`src/gb_bus_pkg.sv`:
```
// widths, region codes and register map; other IO and OAM addresses decode to none
package gb_bus_pkg;

	// ------------------------------------------------------------------------
	// bus widths
	// ------------------------------------------------------------------------
	typedef logic [15:0] addr_t;      // cpu address
	typedef logic [7:0]  data_t;      // one bus byte
	typedef logic [4:0]  irq_t;       // vblank, lcd, timer, serial, joypad
	typedef logic [2:0]  wram_bank_t; // svbk bank, 1..7 in use
	typedef logic [14:0] wram_addr_t; // bank + 12 bit offset
	typedef logic [3:0]  joy_t;       // P10..P13 lines

	// decoded regions with one owner block each
	typedef enum logic [3:0] {
		REG_ROM,   // 0000-7fff cart rom with the boot overlay below 0100
		REG_CRAM,  // a000-bfff cart ram
		REG_WRAM,  // c000-dfff plus echo e000-fdff
		REG_ZPRAM, // ff80-fffe
		REG_JOYP,
		REG_IF,
		REG_IE,
		REG_BOOT,
		REG_SVBK,
		REG_NONE   // unmapped and reads open bus
	} region_t;

	// ------------------------------------------------------------------------
	// single address registers
	// ------------------------------------------------------------------------
	localparam addr_t JOYP = 16'hff00; // P1 select / joypad lines
	localparam addr_t IF   = 16'hff0f; // interrupt flags
	localparam addr_t BOOT = 16'hff50; // boot rom disable
	localparam addr_t SVBK = 16'hff70; // wram bank, colour only
	localparam addr_t IE   = 16'hffff; // interrupt enable

	// read constants
	localparam data_t OPEN_BUS       = 8'hff;
	localparam data_t FAST_BOOT_FLAG = 8'h42; // seen by the boot rom at ff50
	localparam data_t IRQ_VEC_BASE   = 8'h40; // vblank vector and +8 per step down
	localparam data_t BOOT_OFF_CGB   = 8'h11; // only value that unmaps the colour boot rom

	// reset values
	localparam irq_t       IE_RESET   = 5'h00;
	localparam irq_t       IF_RESET   = 5'h00;
	localparam logic [1:0] P54_RESET  = 2'b11; // both select lines idle
	localparam wram_bank_t BANK_RESET = 3'd1;

endpackage
```
`src/gb_cpu_bus_if.sv`:
```
// one decoded cpu access per cycle; region comes only from the fabric, blocks never re-decode
`timescale 1ns/10ps

interface gb_cpu_bus_if;
	import gb_bus_pkg::*;

	addr_t   addr;
	data_t   wdata;
	logic    wr;        // one cycle write strobe
	logic    rd;        // one cycle read strobe
	region_t region;    // decoded in the access cycle

	// per block read data, sampled at the read strobe edge
	data_t   rdata_irq;
	data_t   rdata_ram;
	data_t   rdata_sys;

	modport fabric (
		output addr, wdata, wr, rd, region,
		input  rdata_irq, rdata_ram, rdata_sys
	);

	// each block drives only its own rdata member
	modport dev (
		input  addr, wdata, wr, rd, region,
		output rdata_irq, rdata_ram, rdata_sys
	);

endinterface

```
`src/gb_bus_fabric.sv`:
```
// read data comes one cycle after cpu_rd; cart and boot rom get no wait states
`timescale 1ns/10ps

module gb_bus_fabric (
	input  logic              clk_sys,
	input  logic              reset_ss,
	// cpu side
	input  gb_bus_pkg::addr_t cpu_addr,
	input  gb_bus_pkg::data_t cpu_wdata,
	input  logic              cpu_wr,
	input  logic              cpu_rd,
	output gb_bus_pkg::data_t cpu_rdata,
	output logic              rd_valid,
	// cartridge
	output gb_bus_pkg::addr_t cart_addr,
	output logic              cart_rd,
	output logic              cart_wr,
	output gb_bus_pkg::data_t cart_di,
	input  gb_bus_pkg::data_t cart_do,
	// boot rom
	input  gb_bus_pkg::data_t boot_data,
	input  logic              boot_active,
	output logic [7:0]        boot_addr,
	gb_cpu_bus_if.fabric      bus
);
	import gb_bus_pkg::*;

	region_t region;       // decode of the current access
	logic    boot_hit;     // rom read inside the 0000-00ff overlay
	logic    cart_sel;
	region_t rd_region;    // region of the read in flight
	logic    rd_boot;

	// ------------------------------------------------------------------------
	// address decode where the first match wins
	// ------------------------------------------------------------------------
	always_comb begin
		region = REG_NONE;
		if (!cpu_addr[15])
			region = REG_ROM;                          // 32k rom
		else if (cpu_addr[15:13] == 3'b101)
			region = REG_CRAM;                         // 8k cart ram
		else if (cpu_addr[15:14] == 2'b11 && cpu_addr[13:9] != 5'h1f)
			region = REG_WRAM;                         // c000-fdff with the echo
		else if (cpu_addr == JOYP)
			region = REG_JOYP;
		else if (cpu_addr == IF)
			region = REG_IF;
		else if (cpu_addr == BOOT)
			region = REG_BOOT;
		else if (cpu_addr == SVBK)
			region = REG_SVBK;
		else if (cpu_addr == IE)
			region = REG_IE;                           // must beat the zp check
		else if (cpu_addr[15:7] == 9'h1ff)
			region = REG_ZPRAM;
	end

	assign boot_hit = (region == REG_ROM) && (cpu_addr[14:8] == 7'h00) && boot_active;
	assign cart_sel = (region == REG_ROM) || (region == REG_CRAM);

	// access fields out to the blocks
	assign bus.addr   = cpu_addr;
	assign bus.wdata  = cpu_wdata;
	assign bus.wr     = cpu_wr;
	assign bus.rd     = cpu_rd;
	assign bus.region = region;

	// cartridge pins follow the strobe in the same cycle
	assign cart_addr = cpu_addr;
	assign cart_di   = cpu_wdata;
	assign cart_rd   = cpu_rd && cart_sel;
	assign cart_wr   = cpu_wr && cart_sel;
	assign boot_addr = cpu_addr[7:0];

	// ------------------------------------------------------------------------
	// read return one cycle behind the strobe
	// ------------------------------------------------------------------------
	always_ff @(posedge clk_sys) begin
		if (reset_ss) begin
			rd_valid  <= 1'b0;
			rd_region <= REG_NONE;
			rd_boot   <= 1'b0;
		end else begin
			rd_valid <= cpu_rd;
			if (cpu_rd) begin
				rd_region <= region;
				rd_boot   <= boot_hit;
			end
		end
	end

	always_comb begin
		case (rd_region)
			REG_ROM:                      cpu_rdata = rd_boot ? boot_data : cart_do;
			REG_CRAM:                     cpu_rdata = cart_do;
			REG_WRAM, REG_ZPRAM, REG_SVBK: cpu_rdata = bus.rdata_ram;
			REG_IF, REG_IE:               cpu_rdata = bus.rdata_irq;
			REG_JOYP, REG_BOOT:           cpu_rdata = bus.rdata_sys;
			default:                      cpu_rdata = OPEN_BUS;
		endcase
	end

endmodule

```
`src/flat_wrapper.sv`:
```
// flat-port wrapper written by rule: the top's interface ports become plain ports
module gb_bus_fabric_flat import gb_bus_pkg::*;
  (clk_sys, reset_ss, cpu_addr, cpu_wdata, cpu_wr, cpu_rd, cpu_rdata, rd_valid, cart_addr, cart_rd, cart_wr, cart_di, cart_do, boot_data, boot_active, boot_addr, bus_addr, bus_wdata, bus_wr, bus_rd, bus_region, bus_rdata_irq, bus_rdata_ram, bus_rdata_sys);
  gb_cpu_bus_if bus_i ();
  input  logic clk_sys;
  input  logic reset_ss;
  input  gb_bus_pkg::addr_t cpu_addr;
  input  gb_bus_pkg::data_t cpu_wdata;
  input  logic cpu_wr;
  input  logic cpu_rd;
  output gb_bus_pkg::data_t cpu_rdata;
  output logic rd_valid;
  output gb_bus_pkg::addr_t cart_addr;
  output logic cart_rd;
  output logic cart_wr;
  output gb_bus_pkg::data_t cart_di;
  input  gb_bus_pkg::data_t cart_do;
  input  gb_bus_pkg::data_t boot_data;
  input  logic boot_active;
  output logic [7:0] boot_addr;
  output wire logic [$bits(bus_i.addr)-1:0] bus_addr;
  output wire logic [$bits(bus_i.wdata)-1:0] bus_wdata;
  output wire logic [$bits(bus_i.wr)-1:0] bus_wr;
  output wire logic [$bits(bus_i.rd)-1:0] bus_rd;
  output wire logic [$bits(bus_i.region)-1:0] bus_region;
  input wire logic [$bits(bus_i.rdata_irq)-1:0] bus_rdata_irq;
  input wire logic [$bits(bus_i.rdata_ram)-1:0] bus_rdata_ram;
  input wire logic [$bits(bus_i.rdata_sys)-1:0] bus_rdata_sys;
  assign bus_addr = bus_i.addr;
  assign bus_wdata = bus_i.wdata;
  assign bus_wr = bus_i.wr;
  assign bus_rd = bus_i.rd;
  assign bus_region = bus_i.region;
  assign bus_i.rdata_irq = bus_rdata_irq;
  assign bus_i.rdata_ram = bus_rdata_ram;
  assign bus_i.rdata_sys = bus_rdata_sys;
  gb_bus_fabric u_core (.clk_sys(clk_sys), .reset_ss(reset_ss), .cpu_addr(cpu_addr), .cpu_wdata(cpu_wdata), .cpu_wr(cpu_wr), .cpu_rd(cpu_rd), .cpu_rdata(cpu_rdata), .rd_valid(rd_valid), .cart_addr(cart_addr), .cart_rd(cart_rd), .cart_wr(cart_wr), .cart_di(cart_di), .cart_do(cart_do), .boot_data(boot_data), .boot_active(boot_active), .boot_addr(boot_addr), .bus(bus_i));
endmodule
```
`config.mk`:
```
export PLATFORM = sky130hd
export DESIGN_NAME = gb_bus_fabric_flat
export DESIGN_NICKNAME = d
export VERILOG_FILES = /design/src/gb_bus_pkg.sv /design/src/gb_cpu_bus_if.sv /design/src/gb_bus_fabric.sv /design/src/flat_wrapper.sv
export SDC_FILE = /design/constraint.sdc
export NUM_CORES = 1
export LEC_CHECK = 0
export ABC_AREA = 1
export BUFFER_PORTS_ARGS = -buffer_cell sky130_fd_sc_hd__buf_2
export CAP_MARGIN = 20
export CORE_AREA = 2 2 64 66
export CTS_CLUSTER_DIAMETER = 30
export CTS_CLUSTER_SIZE = 24
export DETAILED_ROUTE_END_ITERATION = 6
export DIE_AREA = 0 0 66 68
export GPL_TIMING_DRIVEN = 1
export PLACE_DENSITY = 0.86
export SYNTH_ARGS = -nofsm -noshare
export SYNTH_HDL_FRONTEND = slang
export SYNTH_SLANG_ARGS = --single-unit
```
`constraint.sdc`:
```
create_clock -name clk_sys -period 3.1 [get_ports clk_sys]
set_input_delay 0.155 -clock clk_sys [delete_from_list [all_inputs] [get_ports clk_sys]]
set_output_delay 0.155 -clock clk_sys [all_outputs]
set_load 0.01 [all_outputs]
```
Word level (Yosys, flattened, before mapping)
Cells that the tools add are included.
{"block": "word_totals", "output_inout_bits": 73, "ff_bits": 6, "word_cells": 44, "inputBits": 69}
{"block": "classes", "reduce_logical": 12, "n_eq_ne": 18, "muxes": 11}
{"operator": "16-bit equality test, second input constant", "n": 5}
{"operator": "8-bit case mux with 5 select lines", "n": 1}
{"operator": "4-bit two-way mux", "n": 9}
{"operator": "4-bit by 3-bit equality test with 1-bit output, second input constant", "n": 4}
{"operator": "9-bit equality test, second input constant", "n": 1}
{"operator": "4-bit by 1-bit equality test with 1-bit output, second input constant", "n": 2}
{"operator": "4-bit by 2-bit equality test with 1-bit output, second input constant", "n": 2}
{"operator": "4-bit logical NOT", "n": 2}
{"operator": "8-bit two-way mux", "n": 1}
{"operator": "7-bit logical NOT", "n": 1}
{"operator": "1-bit logical AND", "n": 5}
{"operator": "5-bit inequality test, second input constant", "n": 1}
{"operator": "4-bit equality test, second input constant", "n": 1}
{"operator": "2-bit OR reduction", "n": 2}
{"operator": "3-bit equality test, second input constant", "n": 1}
{"operator": "3-bit OR reduction", "n": 1}
{"operator": "2-bit equality test, second input constant", "n": 1}
{"operator": "1-bit logical OR", "n": 1}

Depth between registers and ports, before layout
Gate-level depths: netlist of the first run.
{"block": "depth", "ltp_word": 13, "depth_mapped": 10}

Worst setup path after synthesis of the first run
No wires, ideal clock.
{"block": "synth_path", "kind": "reg-to-output", "startpoint": "register u_core.rd_region[1]", "endpoint": "output cpu_rdata[7]", "path_buffers": 0, "t_arrival_ns": 1.056, "stages_incl_launch_ff": 8, "path_slack_ns": 1.889, "cell_sequence": "dfxtp_1 inv_2 nand2_4 nor2_2 nor2_4 a21oi_4 nand2_1 o211ai_1"}
{"block": "synth_via", "elab_chain_cells": 3, "elab_cells_between_ends": 13, "cone_classes": "eq/ne: 8; mux: 1; reduce/logical: 4"}
{"item": "start, declared", "line_no": "gb_bus_fabric.sv:31", "text": "region_t rd_region;"}
{"item": "start signal, assigned", "line_no": "gb_bus_fabric.sv:87", "text": "rd_region <= region;"}
{"item": "4-bit by 2-bit equality test with 1-bit output (tied with other cells)", "line_no": "gb_bus_fabric.sv:94", "text": "case (rd_region)"}
{"item": "3-bit OR reduction / 2-bit OR reduction (equally long branches)", "line_no": "gb_bus_fabric.sv:94"}
{"item": "8-bit case mux with 5 select lines *", "line_no": "gb_bus_fabric.sv:94"}
{"item": "end, declared", "line_no": "flat_wrapper.sv:11", "text": "output gb_bus_pkg::data_t cpu_rdata;"}
Mark *: on every way between the ends. The rest lies on a longest branch, timed or not.

Worst setup path in the final report of the first run
{"block": "layout_path", "startpoint": "register u_core.rd_region[2]", "endpoint": "output cpu_rdata[7]"}
Same word-level chain as after synthesis.

==> metrics.txt, run 1 <==
# TYPE chip_impl_metric gauge
chip_impl_metric{name="critPathRequiredTime",unit="ns"} 2.94
chip_impl_metric{name="fp.dieArea",unit="sq um"} 4490
chip_impl_metric{name="flow.area_growth_from_synthesis",unit="%"} 15.7
chip_impl_metric{name="wire_length_of_the_first_global_routing_pass",unit="mm"} 5.87
chip_impl_metric{name="globalplace.congestion",unit=""} 0.888
chip_impl_info{name="crit_slowest_cell",value="sky130_fd_sc_hd__dfxtp_1"} 1
chip_impl_metric{name="timing.final.hold_violations",unit=""} 0
chip_impl_metric{name="crit_path_max_fanout",unit=""} 13
chip_impl_info{name="worst_hold_path_type",value="in -> reg"} 1
chip_impl_metric{name="antenna_found_initial",unit=""} 0
chip_impl_metric{name="postSynthAreaPerCell",unit="sq um"} 5.74
chip_impl_info{name="worstSetupPathType",value="reg -> out"} 1
chip_impl_metric{name="grt_util_overall",unit="%"} 16.4
chip_impl_metric{name="post_cts.resized_instances",unit=""} 0
chip_impl_metric{name="hpwlAfterDp",unit="mm"} 3.27
chip_impl_metric{name="final-instance-count-excl-fill",unit=""} 367
chip_impl_info{name="final_common_cell",value="sky130_fd_sc_hd__buf_2"} 1
chip_impl_metric{name="detail-route-antenna-nets",unit=""} 0
chip_impl_metric{name="die_w",unit="microns"} 66
chip_impl_metric{name="drt_pre_antenna_iters",unit=""} 4
chip_impl_metric{name="worst_skew_pair.late_latency",unit="ns"} 0.22
chip_impl_metric{name="num_vias",unit=""} 1695
chip_impl_metric{name="core_region_area",unit="sq um"} 3860
chip_impl_metric{name="via_count_of_the_first_global_routing_pass",unit=""} 1420
chip_impl_metric{name="cellPowerDensity",unit="nW/um^2"} 240
chip_impl_metric{name="routed_wl",unit="mm"} 3.85
chip_impl_metric{name="sequential_area_share_after_synthesis",unit="%"} 8.11
chip_impl_info{name="mostFrequentLayoutCells",value="117 x sky130_fd_sc_hd__buf_2, 56 x sky130_fd_sc_hd__nand2_1, 32 x sky130_fd_sc_hd__nor2_1"} 1
chip_impl_info{name="run_status",value="finished clean"} 1
chip_impl_metric{name="slew_at_the_pin_closest_to_its_max_slew_limit",unit="ns"} 0.446
chip_impl_metric{name="vias_per_cell",unit=""} 4.62
chip_impl_metric{name="cap_viol_max_count",unit=""} 0
chip_impl_metric{name="cts_num_sinks",unit=""} 6
chip_impl_metric{name="ctsHtreeMaxLevel",unit=""} 1
chip_impl_metric{name="io_pins",unit=""} 142
chip_impl_metric{name="post_synth_num_cell_types",unit=""} 26
chip_impl_metric{name="port_buffers",unit=""} 117
chip_impl_metric{name="post_route_cells_drive_above_1_share",unit="%"} 44.5
chip_impl_metric{name="postSynthRegisterBits",unit=""} 6
chip_impl_info{name="clk_root_buffer_cell",value="sky130_fd_sc_hd__clkbuf_8"} 1
chip_impl_metric{name="cts.hold.buffers_added",unit=""} 0
chip_impl_metric{name="rows",unit=""} 23
chip_impl_metric{name="slew_viol_final",unit=""} 0
chip_impl_metric{name="totalNegativeSetupSlack",unit="ns"} 0
chip_impl_metric{name="finalWorstSetupSlack",unit="ns"} 1.32
chip_impl_metric{name="maxSlewHeadroom",unit="%"} 70.2
chip_impl_metric{name="drcViolationCount",unit=""} 0
chip_impl_info{name="critical_path.endpoint_type",value="primary output"} 1
chip_impl_metric{name="grt-ovfl-total",unit=""} 0
chip_impl_info{name="crit_chain",value="inv_2 > nor2_4 > nand3_2 > o21ai_1 > nor2_1 > o211ai_1 > buf_2"} 1
chip_impl_metric{name="post-place-ws",unit="ns"} 1.57
chip_impl_metric{name="cts.reportedPaths.clkPinSlew",unit="ns"} 0.04
chip_impl_metric{name="place_inst",unit=""} 364
chip_impl_metric{name="final_critical_period",unit="ns"} 1.78
chip_impl_metric{name="post-cts-setup-buffers",unit=""} 0
chip_impl_metric{name="synth-warning-count",unit=""} 0
chip_impl_metric{name="finalCritPeriodShare",unit="%"} 57.5
chip_impl_metric{name="maximum_clock_frequency",unit="MHz"} 561
chip_impl_info{name="rsz0062_at_grt",value="false"} 1
chip_impl_metric{name="synthCells",unit=""} 258
chip_impl_metric{name="start_util",unit="%"} 38.4
chip_impl_info{name="cp-start-kind",value="flop"} 1
chip_impl_metric{name="final_nets",unit=""} 388
chip_impl_metric{name="first_iter_violations",unit=""} 86
chip_impl_metric{name="drt-wirelength-per-cell",unit="microns"} 10.5
chip_impl_info{name="cts_tree",value="yes"} 1
chip_impl_metric{name="worst_ep_arrival_time",unit="ns"} 1.63
chip_impl_metric{name="max-vdd-ir-drop",unit="mV"} 0.163
chip_impl_metric{name="net_count_synth",unit=""} 327
chip_impl_metric{name="final_core_util",unit="%"} 44.5
chip_impl_metric{name="synth.cell_area",unit="sq um"} 1480
chip_impl_metric{name="timing.clock.skew",unit="ns"} 0
chip_impl_metric{name="antennaDiodeCount",unit=""} 0
chip_impl_metric{name="leakagePower",unit="nW"} 0.965
chip_impl_metric{name="setup_viol_count_final",unit=""} 0
chip_impl_metric{name="critical-path-max-stage-delay",unit="ns"} 0.44
chip_impl_metric{name="grt_start_max_net_pins",unit=""} 18
chip_impl_metric{name="die-height",unit="microns"} 68
chip_impl_metric{name="cts.path.max_buffers",unit=""} 2
chip_impl_metric{name="cts_inserted_buffers",unit=""} 3
==> logic make-up (layout without fill, tap and decap cells) <==
kind of cell | Yosys count | in the layout | synth area share [%]
AO/OA/AOI/OAI | 28 | 28 | 10.7
buffers and inverters | 93 | 152 | 38.9
flip-flops | 6 | 6 | 8.11
AND/OR/NAND/NOR | 131 | 131 | 42.2
==> flip-flops by register name, indices dropped and copies added, names as in the netlist <==
register / cells
u_core.rd_valid: 1
u_core.rd_boot: 1
u_core.rd_region: 4
==> routing by layer <==
metal  wire [microns]  track usage (%)
met1             1560             18.5
met2             1830             30.7
met3              430             4.61
met4               37             3.83
met5                0                0
==> synthesized netlist by cell type <==
library cell / count / area, sq um
sky130_fd_sc_hd__and2_1: 2 / 12.5
sky130_fd_sc_hd__o21ai_1: 4 / 20.0
sky130_fd_sc_hd__nand4_2: 1 / 12.5
sky130_fd_sc_hd__inv_2: 6 / 22.5
sky130_fd_sc_hd__a21oi_4: 1 / 16.3
sky130_fd_sc_hd__nand3_1: 15 / 75.1
sky130_fd_sc_hd__nand2_1: 56 / 210
sky130_fd_sc_hd__nand2_2: 3 / 18.8
sky130_fd_sc_hd__nand4_1: 8 / 50.1
sky130_fd_sc_hd__nand2_4: 1 / 11.3
sky130_fd_sc_hd__nor3_4: 1 / 16.3
sky130_fd_sc_hd__o211ai_1: 2 / 15.0
sky130_fd_sc_hd__nor3_1: 3 / 15.0
sky130_fd_sc_hd__nand3_2: 3 / 30.0
sky130_fd_sc_hd__dfxtp_1: 6 / 120
sky130_fd_sc_hd__nor2_1: 32 / 120
sky130_fd_sc_hd__buf_4: 58 / 435
sky130_fd_sc_hd__buf_6: 1 / 11.3
sky130_fd_sc_hd__buf_2: 2 / 10.0
sky130_fd_sc_hd__o21ai_0: 15 / 75.1
sky130_fd_sc_hd__nor2_2: 2 / 12.5
sky130_fd_sc_hd__inv_1: 26 / 97.6
sky130_fd_sc_hd__nor2_4: 3 / 33.8
sky130_fd_sc_hd__a21oi_1: 5 / 25.0
sky130_fd_sc_hd__nand3b_1: 1 / 7.51
sky130_fd_sc_hd__a21boi_0: 1 / 7.51
==> power breakdown <==
part	total, W	internal, W	switching [W]	leakage, nW
clock network	0.000115	0.0000832	0.0000314	0.0216
registers	0.0000859	0.0000813	0.00000459	0.0495
logic	0.000211	0.0000878	0.000123	0.894
total	0.000411	0.000252	0.000159	0.965
==> worst paths after layout <==
path | slack (ns) | startpoint | endpoint | cells past startpoint
worst max-delay path | 1.32 | u_core.rd_region[2]$_SDFFE_PP0P_ | cpu_rdata[7] | 7
worst min-delay path | 0.18 | reset_ss | u_core.rd_boot$_SDFFE_PP0P_ | 2
worst min register to register | 0.57 | u_core.rd_region[2]$_SDFFE_PP0P_ | u_core.rd_region[2]$_SDFFE_PP0P_ | 2
worst max register to register | 2.21 | u_core.rd_boot$_SDFFE_PP0P_ | u_core.rd_boot$_SDFFE_PP0P_ | 2
==> metrics by stage <==
stage	cell area [sq um]	power [W]	hold WS [ns]
6_report	1710	0.000411	0.177
2_1_floorplan	1480	0.000250	0.224
4_1_cts	1710	0.000415	0.177
5_1_grt	1710	0.000442	0.202
3_5_place_dp	1670	0.000298	0.310
3_3_place_gp	1670	0.000297	0.310
==> critical path, delay by kind of cell (launching register included) <==
| family | cells | cell delay (ns) |
|---|---|---|
| AO/OA/AOI/OAI | 2 | 0.25 |
| buffers and inverters | 2 | 0.26 |
| flip-flops | 1 | 0.44 |
| AND/OR/NAND/NOR | 3 | 0.47 |
==> area by class of cell <==
| cell class | count | area [sq um] |
|---|---|---|
| timing repair buffer | 117 | 586 |
| clock buffer | 3 | 41.3 |
| inverter | 32 | 120 |
| sequential | 6 | 120 |
| fill | 420 | 2140 |
| multi-input combinational | 159 | 785 |
| tap | 50 | 62.6 |
Note: power is estimated with default switching activity, not from simulation.
==> inputs of run 2 (changes only) <==
CORE_AREA = 2 2 67 69   (was 2 2 64 66)
DIE_AREA = 0 0 69 71   (was 0 0 66 68)
PLACE_DENSITY = 0.79   (was 0.86)
clock period = 1.7 ns   (was 3.1 ns; I/O delays follow)
==> run 2 against run 1 <==
Net effect:
- die area grew 9.2%
- final cell count grew 2.2%
- total power grew 87%
- clock skew is the same
- final area grew 3.8%
- clock power grew 83%
- wire length grew 5.7%
- sequential share of layout area is essentially flat
- via count shrank 1.1%
- largest power group unchanged
- highest routed layer unchanged
==> metrics.txt, run 2 (synthesized netlist as in run 1, its figures left out) <==
# TYPE chip_impl_metric gauge
chip_impl_info{name="run_status",value="finished clean"} 1
chip_impl_metric{name="maximum_clock_frequency",unit="MHz"} 616
chip_impl_info{name="rsz0062_at_grt",value="true"} 1
chip_impl_metric{name="final-instance-count-excl-fill",unit=""} 375
chip_impl_metric{name="placed_area",unit="sq um"} 1690
chip_impl_metric{name="maxSlewHeadroom",unit="%"} 68.1
chip_impl_metric{name="critical-path-max-stage-delay",unit="ns"} 0.37
chip_impl_metric{name="cts_num_sinks",unit=""} 6
chip_impl_metric{name="grt_util_overall",unit="%"} 15.7
chip_impl_metric{name="grt_start_max_net_pins",unit=""} 13
chip_impl_metric{name="die-height",unit="microns"} 71
chip_impl_metric{name="first_iter_violations",unit=""} 53
chip_impl_metric{name="detail-route-antenna-nets",unit=""} 0
chip_impl_metric{name="start_util",unit="%"} 35.2
chip_impl_metric{name="crit_path_max_fanout",unit=""} 8
chip_impl_metric{name="drt_pre_antenna_iters",unit=""} 4
chip_impl_metric{name="slew_viol_final",unit=""} 0
chip_impl_metric{name="io_pins",unit=""} 142
chip_impl_metric{name="slew_at_the_pin_closest_to_its_max_slew_limit",unit="ns"} 0.474
chip_impl_metric{name="fp.dieArea",unit="sq um"} 4900
chip_impl_metric{name="post_route_cells_drive_above_1_share",unit="%"} 46.7
chip_impl_metric{name="core_region_area",unit="sq um"} 4200
chip_impl_metric{name="cellPowerDensity",unit="nW/um^2"} 431
chip_impl_metric{name="die_w",unit="microns"} 69
chip_impl_metric{name="num_vias",unit=""} 1676
chip_impl_info{name="final_common_cell",value="sky130_fd_sc_hd__buf_2"} 1
chip_impl_info{name="cp-start-kind",value="flop"} 1
chip_impl_metric{name="rows",unit=""} 24
chip_impl_metric{name="place_inst",unit=""} 368
chip_impl_metric{name="wire_length_of_the_first_global_routing_pass",unit="mm"} 6.44
chip_impl_metric{name="final_critical_period",unit="ns"} 1.62
chip_impl_metric{name="globalplace.congestion",unit=""} 0.871
chip_impl_metric{name="via_count_of_the_first_global_routing_pass",unit=""} 1417
chip_impl_metric{name="cts.reportedPaths.clkPinSlew",unit="ns"} 0.04
chip_impl_metric{name="cts.path.max_buffers",unit=""} 2
chip_impl_metric{name="final_nets",unit=""} 394
chip_impl_info{name="crit_chain",value="inv_2 > nand4_2 > o21ai_0 > nor2_1 > nand3_2 > buf_2"} 1
chip_impl_metric{name="finalWorstSetupSlack",unit="ns"} 0.0775
chip_impl_info{name="mostFrequentLayoutCells",value="117 x sky130_fd_sc_hd__buf_2, 56 x sky130_fd_sc_hd__nand2_1, 32 x sky130_fd_sc_hd__nor2_1"} 1
chip_impl_metric{name="antenna_found_initial",unit=""} 0
chip_impl_metric{name="drt-wirelength-per-cell",unit="microns"} 10.9
chip_impl_metric{name="hpwlAfterDp",unit="mm"} 3.49
chip_impl_metric{name="timing.clock.skew",unit="ns"} 0
chip_impl_metric{name="leakagePower",unit="nW"} 1.00
chip_impl_metric{name="vias_per_cell",unit=""} 4.47
chip_impl_metric{name="post-place-ws",unit="ns"} 0.286
chip_impl_metric{name="largest_register_ff_count",unit=""} 4
chip_impl_metric{name="cap_viol_max_count",unit=""} 0
chip_impl_metric{name="worst_skew_pair.late_latency",unit="ns"} 0.22
chip_impl_metric{name="finalCritPeriodShare",unit="%"} 95.4
chip_impl_metric{name="port_buffers",unit=""} 117
chip_impl_metric{name="worst_ep_arrival_time",unit="ns"} 1.54
chip_impl_metric{name="cts.hold.buffers_added",unit=""} 0
chip_impl_info{name="clk_root_buffer_cell",value="sky130_fd_sc_hd__clkbuf_8"} 1
chip_impl_metric{name="max-vdd-ir-drop",unit="mV"} 0.214
chip_impl_info{name="worst_path_dominant_cell_family",value="flip-flops"} 1
chip_impl_metric{name="worst-path-buf-inv",unit=""} 2
chip_impl_metric{name="flow.area_growth_from_synthesis",unit="%"} 20.1
chip_impl_metric{name="finalInstanceArea",unit="sq um"} 1780
chip_impl_metric{name="ctsHtreeMaxLevel",unit=""} 1
chip_impl_info{name="critical_path.endpoint_type",value="primary output"} 1
chip_impl_metric{name="timing.final.hold_violations",unit=""} 0
chip_impl_metric{name="cts_inserted_buffers",unit=""} 3
chip_impl_info{name="worstSetupPathType",value="reg -> out"} 1
chip_impl_metric{name="drcViolationCount",unit=""} 0
chip_impl_info{name="crit_slowest_cell",value="sky130_fd_sc_hd__dfxtp_1"} 1
chip_impl_metric{name="grt-ovfl-total",unit=""} 0
chip_impl_info{name="largest_register",value="u_core.rd_region"} 1
chip_impl_metric{name="antennaDiodeCount",unit=""} 0
chip_impl_metric{name="setup_viol_count_final",unit=""} 0
chip_impl_info{name="cts_tree",value="yes"} 1
chip_impl_info{name="largest_registers",value="u_core.rd_region: 4 flops, u_core.rd_boot: 1 flops, u_core.rd_valid: 1 flops"} 1
chip_impl_metric{name="routed_wl",unit="mm"} 4.07
chip_impl_metric{name="critPathRequiredTime",unit="ns"} 1.62
chip_impl_info{name="worst_hold_path_type",value="in -> reg"} 1
run 2: area by class of cell:
cell class,count,area (sq um)
tap,52,65.1
sequential,6,125
multi-input combinational,159,785
inverter,32,120
clock buffer,3,41.3
timing repair buffer,123,643
fill,471,2420
run 2: per-stage QoR:
step	setup TNS [ns]	total power (W)	hold slack [ns]	utilization, %
after detailed placement	0	0.000547	0.170	40.2
after global placement	0	0.000547	0.170	40.2
after floorplan	0	0.000455	0.154	-
after CTS	0	0.000763	0.0930	41.2
after global routing	-0.0191	0.000831	0.0977	42.3
final	0	0.000767	0.0922	42.3
run 2: per-layer routing:
| metal | vias to the layer above | track usage (%) | wire [microns] |
|---|---|---|---|
| li1 | 887 | - | - |
| met5 | - | 0 | 0 |
| met2 | 95 | 28.4 | 1960 |
| met1 | 690 | 18.8 | 1690 |
| met4 | 0 | 3.27 | 29 |
| met3 | 4 | 3.99 | 398 |
run 2: report_power, final:
| group | leakage, nW | internal [W] | total [W] | switching [W] |
|---|---|---|---|---|
| clock network | 0.0216 | 0.000152 | 0.000210 | 0.0000578 |
| registers | 0.0506 | 0.000149 | 0.000157 | 0.00000816 |
| logic | 0.933 | 0.000171 | 0.000400 | 0.000229 |
| total | 1.00 | 0.000472 | 0.000767 | 0.000295 |
run 2: repair_timing:
action / 4_1_cts / 5_1_grt
buffers inserted: 0 / 4
setup endpoints to repair: 0 / 6
resized for setup: 0 / 5
run 2: worst paths after layout:
path / start / end / slack (ns) / cells after the start
max reg2reg: u_core.rd_region[1]$_SDFFE_PP0P_ / u_core.rd_region[1]$_SDFFE_PP0P_ / 0.89 / 5
min reg2reg: u_core.rd_region[2]$_SDFFE_PP0P_ / u_core.rd_region[2]$_SDFFE_PP0P_ / 0.51 / 2
max: u_core.rd_region[3]$_SDFFE_PP1P_ / cpu_rdata[3] / 0.08 / 6
min: reset_ss / u_core.rd_boot$_SDFFE_PP0P_ / 0.09 / 2
==> inputs of run 3 (changes only) <==
--- a/config.mk
+++ b/config.mk
@@ -9,11 +9,11 @@
 export BUFFER_PORTS_ARGS = -buffer_cell sky130_fd_sc_hd__buf_2
 export CAP_MARGIN = 20
-export CORE_AREA = 2 2 67 69
+export CORE_AREA = 2 2 64 66
 export CTS_CLUSTER_DIAMETER = 30
 export CTS_CLUSTER_SIZE = 24
 export DETAILED_ROUTE_END_ITERATION = 6
-export DIE_AREA = 0 0 69 71
+export DIE_AREA = 0 0 66 68
 export GPL_TIMING_DRIVEN = 1
-export PLACE_DENSITY = 0.79
+export PLACE_DENSITY = 0.86
 export SYNTH_ARGS = -nofsm -noshare
 export SYNTH_HDL_FRONTEND = slang
==> constraint.sdc (replaced) <==
create_clock -name clk_sys -period 2 [get_ports clk_sys]
set_input_delay 0.1 -clock clk_sys [delete_from_list [all_inputs] [get_ports clk_sys]]
set_output_delay 0.1 -clock clk_sys [all_outputs]
set_load 0.1 [all_outputs]
==> run 3 against run 2 <==
Net effect:
- non-clock buffer count shrank 6
- via count shrank 1.6%
- wire length down 8.2%
- total power grew 51%
- sequential power down 14%
- global-route usage shrank 0.90 points
- clock skew did not move
- final area is 2.0% lower
- critical path depth is 2 higher
- critical path type unchanged
- critical endpoint is now cpu_rdata[0]
- largest cell class unchanged
- highest routed layer is now met3
==> metrics.txt, run 3 (synthesized netlist as in run 1, its figures left out) <==
# TYPE chip_impl_metric gauge
chip_impl_metric{name="cts_inserted_buffers",unit=""} 3
chip_impl_metric{name="final_critical_period",unit="ns"} 1.90
chip_impl_metric{name="cts_num_sinks",unit=""} 6
chip_impl_metric{name="vias_per_cell",unit=""} 4.49
chip_impl_metric{name="largest_register_ff_count",unit=""} 4
chip_impl_metric{name="place_inst",unit=""} 364
chip_impl_metric{name="slew_viol_final",unit=""} 0
chip_impl_metric{name="core_region_area",unit="sq um"} 3860
chip_impl_info{name="cp-start-kind",value="flop"} 1
chip_impl_info{name="worstSetupPathType",value="reg -> out"} 1
chip_impl_metric{name="die_w",unit="microns"} 66
chip_impl_metric{name="detail-route-antenna-nets",unit=""} 0
chip_impl_metric{name="port_buffers",unit=""} 117
chip_impl_metric{name="rows",unit=""} 23
chip_impl_info{name="run_status",value="finished clean"} 1
chip_impl_metric{name="cellPowerDensity",unit="nW/um^2"} 665
chip_impl_metric{name="post-layout-total-power",unit="W"} 0.00116
chip_impl_metric{name="grt_start_max_net_pins",unit=""} 18
chip_impl_metric{name="drt-wirelength-per-cell",unit="microns"} 10.2
chip_impl_metric{name="crit_path_max_fanout",unit=""} 8
chip_impl_metric{name="placed_area",unit="sq um"} 1690
chip_impl_metric{name="setup_viol_count_final",unit=""} 0
chip_impl_metric{name="finalInstanceArea",unit="sq um"} 1740
chip_impl_metric{name="slew_at_the_pin_closest_to_its_max_slew_limit",unit="ns"} 0.490
chip_impl_metric{name="maximum_clock_frequency",unit="MHz"} 525
chip_impl_info{name="rsz0062_at_grt",value="false"} 1
chip_impl_metric{name="drcViolationCount",unit=""} 0
chip_impl_info{name="clk_root_buffer_cell",value="sky130_fd_sc_hd__clkbuf_8"} 1
chip_impl_metric{name="leakagePower",unit="nW"} 0.973
chip_impl_metric{name="final_nets",unit=""} 388
chip_impl_metric{name="hpwlAfterDp",unit="mm"} 3.19
chip_impl_metric{name="grt_util_overall",unit="%"} 14.8
chip_impl_metric{name="routed_wl",unit="mm"} 3.74
chip_impl_info{name="final_common_cell",value="sky130_fd_sc_hd__buf_2"} 1
chip_impl_metric{name="start_util",unit="%"} 38.4
chip_impl_metric{name="critPathRequiredTime",unit="ns"} 1.90
chip_impl_info{name="mostFrequentLayoutCells",value="112 x sky130_fd_sc_hd__buf_2, 56 x sky130_fd_sc_hd__nand2_1, 32 x sky130_fd_sc_hd__nor2_1"} 1
chip_impl_metric{name="timing.final.hold_violations",unit=""} 0
chip_impl_info{name="largest_registers",value="u_core.rd_region: 4 flops, u_core.rd_boot: 1 flops, u_core.rd_valid: 1 flops"} 1
chip_impl_info{name="critical_path.endpoint_type",value="primary output"} 1
chip_impl_info{name="worst_hold_path_type",value="in -> reg"} 1
chip_impl_metric{name="drt_pre_antenna_iters",unit=""} 4
chip_impl_metric{name="final.fill_count",unit=""} 436
chip_impl_metric{name="finalCritPeriodShare",unit="%"} 95.2
chip_impl_metric{name="ctsHtreeMaxLevel",unit=""} 1
chip_impl_metric{name="io_pins",unit=""} 142
chip_impl_metric{name="fp.dieArea",unit="sq um"} 4490
chip_impl_metric{name="post-place-ws",unit="ns"} 0.307
chip_impl_info{name="largest_register",value="u_core.rd_region"} 1
chip_impl_metric{name="post_route_cells_drive_above_1_share",unit="%"} 45.1
chip_impl_metric{name="finalWorstSetupSlack",unit="ns"} 0.0962
chip_impl_metric{name="worst_ep_arrival_time",unit="ns"} 1.80
chip_impl_info{name="cts_tree",value="yes"} 1
chip_impl_metric{name="antenna_found_initial",unit=""} 0
chip_impl_metric{name="num_vias",unit=""} 1649
chip_impl_metric{name="cap_viol_max_count",unit=""} 0
chip_impl_metric{name="antennaDiodeCount",unit=""} 0
chip_impl_metric{name="cts.path.max_buffers",unit=""} 2
chip_impl_metric{name="via_count_of_the_first_global_routing_pass",unit=""} 1338
chip_impl_metric{name="final-instance-count-excl-fill",unit=""} 367
chip_impl_metric{name="flow.area_growth_from_synthesis",unit="%"} 17.7
chip_impl_metric{name="max-vdd-ir-drop",unit="mV"} 0.369
chip_impl_metric{name="cts.reportedPaths.clkPinSlew",unit="ns"} 0.04
chip_impl_metric{name="final_core_util",unit="%"} 45.2
chip_impl_metric{name="timing.clock.skew",unit="ns"} 0
chip_impl_metric{name="maxSlewHeadroom",unit="%"} 67.5
chip_impl_metric{name="globalplace.congestion",unit=""} 0.903
chip_impl_metric{name="grt-ovfl-total",unit=""} 0
chip_impl_metric{name="worst_skew_pair.late_latency",unit="ns"} 0.21
chip_impl_metric{name="wire_length_of_the_first_global_routing_pass",unit="mm"} 5.39
chip_impl_metric{name="die-height",unit="microns"} 68
chip_impl_metric{name="first_iter_violations",unit=""} 63
==> run 3: changes by cell type in the layout (fill, tap and decap cells not counted), sizes merged <==
cell / delta
buf: -11
clkbuf: +5
==> run 3: path summary, 6_finish.rpt <==
check	from	slack, ns	to	depth (start not counted)
worst max-delay path	u_core.rd_region[1]$_SDFFE_PP0P_	0.1	cpu_rdata[0]	8
worst min-delay path	reset_ss	0.13	u_core.rd_boot$_SDFFE_PP0P_	2
worst max register to register	u_core.rd_boot$_SDFFE_PP0P_	1.07	u_core.rd_boot$_SDFFE_PP0P_	2
worst min register to register	u_core.rd_region[2]$_SDFFE_PP0P_	0.53	u_core.rd_region[2]$_SDFFE_PP0P_	2
==> run 3: power by group <==
part | switching (W) | total [W] | internal (W)
Sequential | 0.00000816 | 0.000135 | 0.000126
Clock | 0.0000452 | 0.000174 | 0.000129
Combinational | 0.000707 | 0.000851 | 0.000144
Total | 0.000760 | 0.00116 | 0.000399
==> run 3: metrics by stage <==
step,hold WS [ns],setup TNS (ns)
finish,0.131,0
global route,0.153,0
CTS,0.128,0
detailed placement,0.201,0
global placement,0.201,0
floorplan,0.169,-0.147
==> run 3: repair_timing <==
item,4_1_cts,5_1_grt
hold buffers,0,0
endpoints found under the setup margin,0,5
setup buffers,0,0
gates resized for setup,0,5
==> run 3: metal layers <==
metal,GRT usage (%),routed length (microns),up-vias
met5,0,0,-
met4,1.53,0,0
met3,3.78,361,0
met2,28.7,1810,79
met1,16.9,1570,693
li1,-,-,877
==> run 3: cell type report <==
cell class                      count  area (sq um)  area share, %
Multi-Input combinational cell    159           793           45.5
Timing Repair Buffer              117           598           34.3
Inverter                           32           125           7.18
Sequential cell                     6           123           7.04
Tap cell                           50          62.6           3.59
Clock buffer                        3          41.3           2.37
==> run 3: worst max-delay path: stages (launching register included) <==
cell and delay [ns]:
sky130_fd_sc_hd__dfxtp_1 0.32, sky130_fd_sc_hd__inv_2 0.11, sky130_fd_sc_hd__nand2_4 0.10, sky130_fd_sc_hd__nor2_2 0.14, sky130_fd_sc_hd__nor2_4 0.07, sky130_fd_sc_hd__a21oi_4 0.23
sky130_fd_sc_hd__nand2_1 0.11, sky130_fd_sc_hd__nand3_2 0.09, sky130_fd_sc_hd__buf_2 0.42
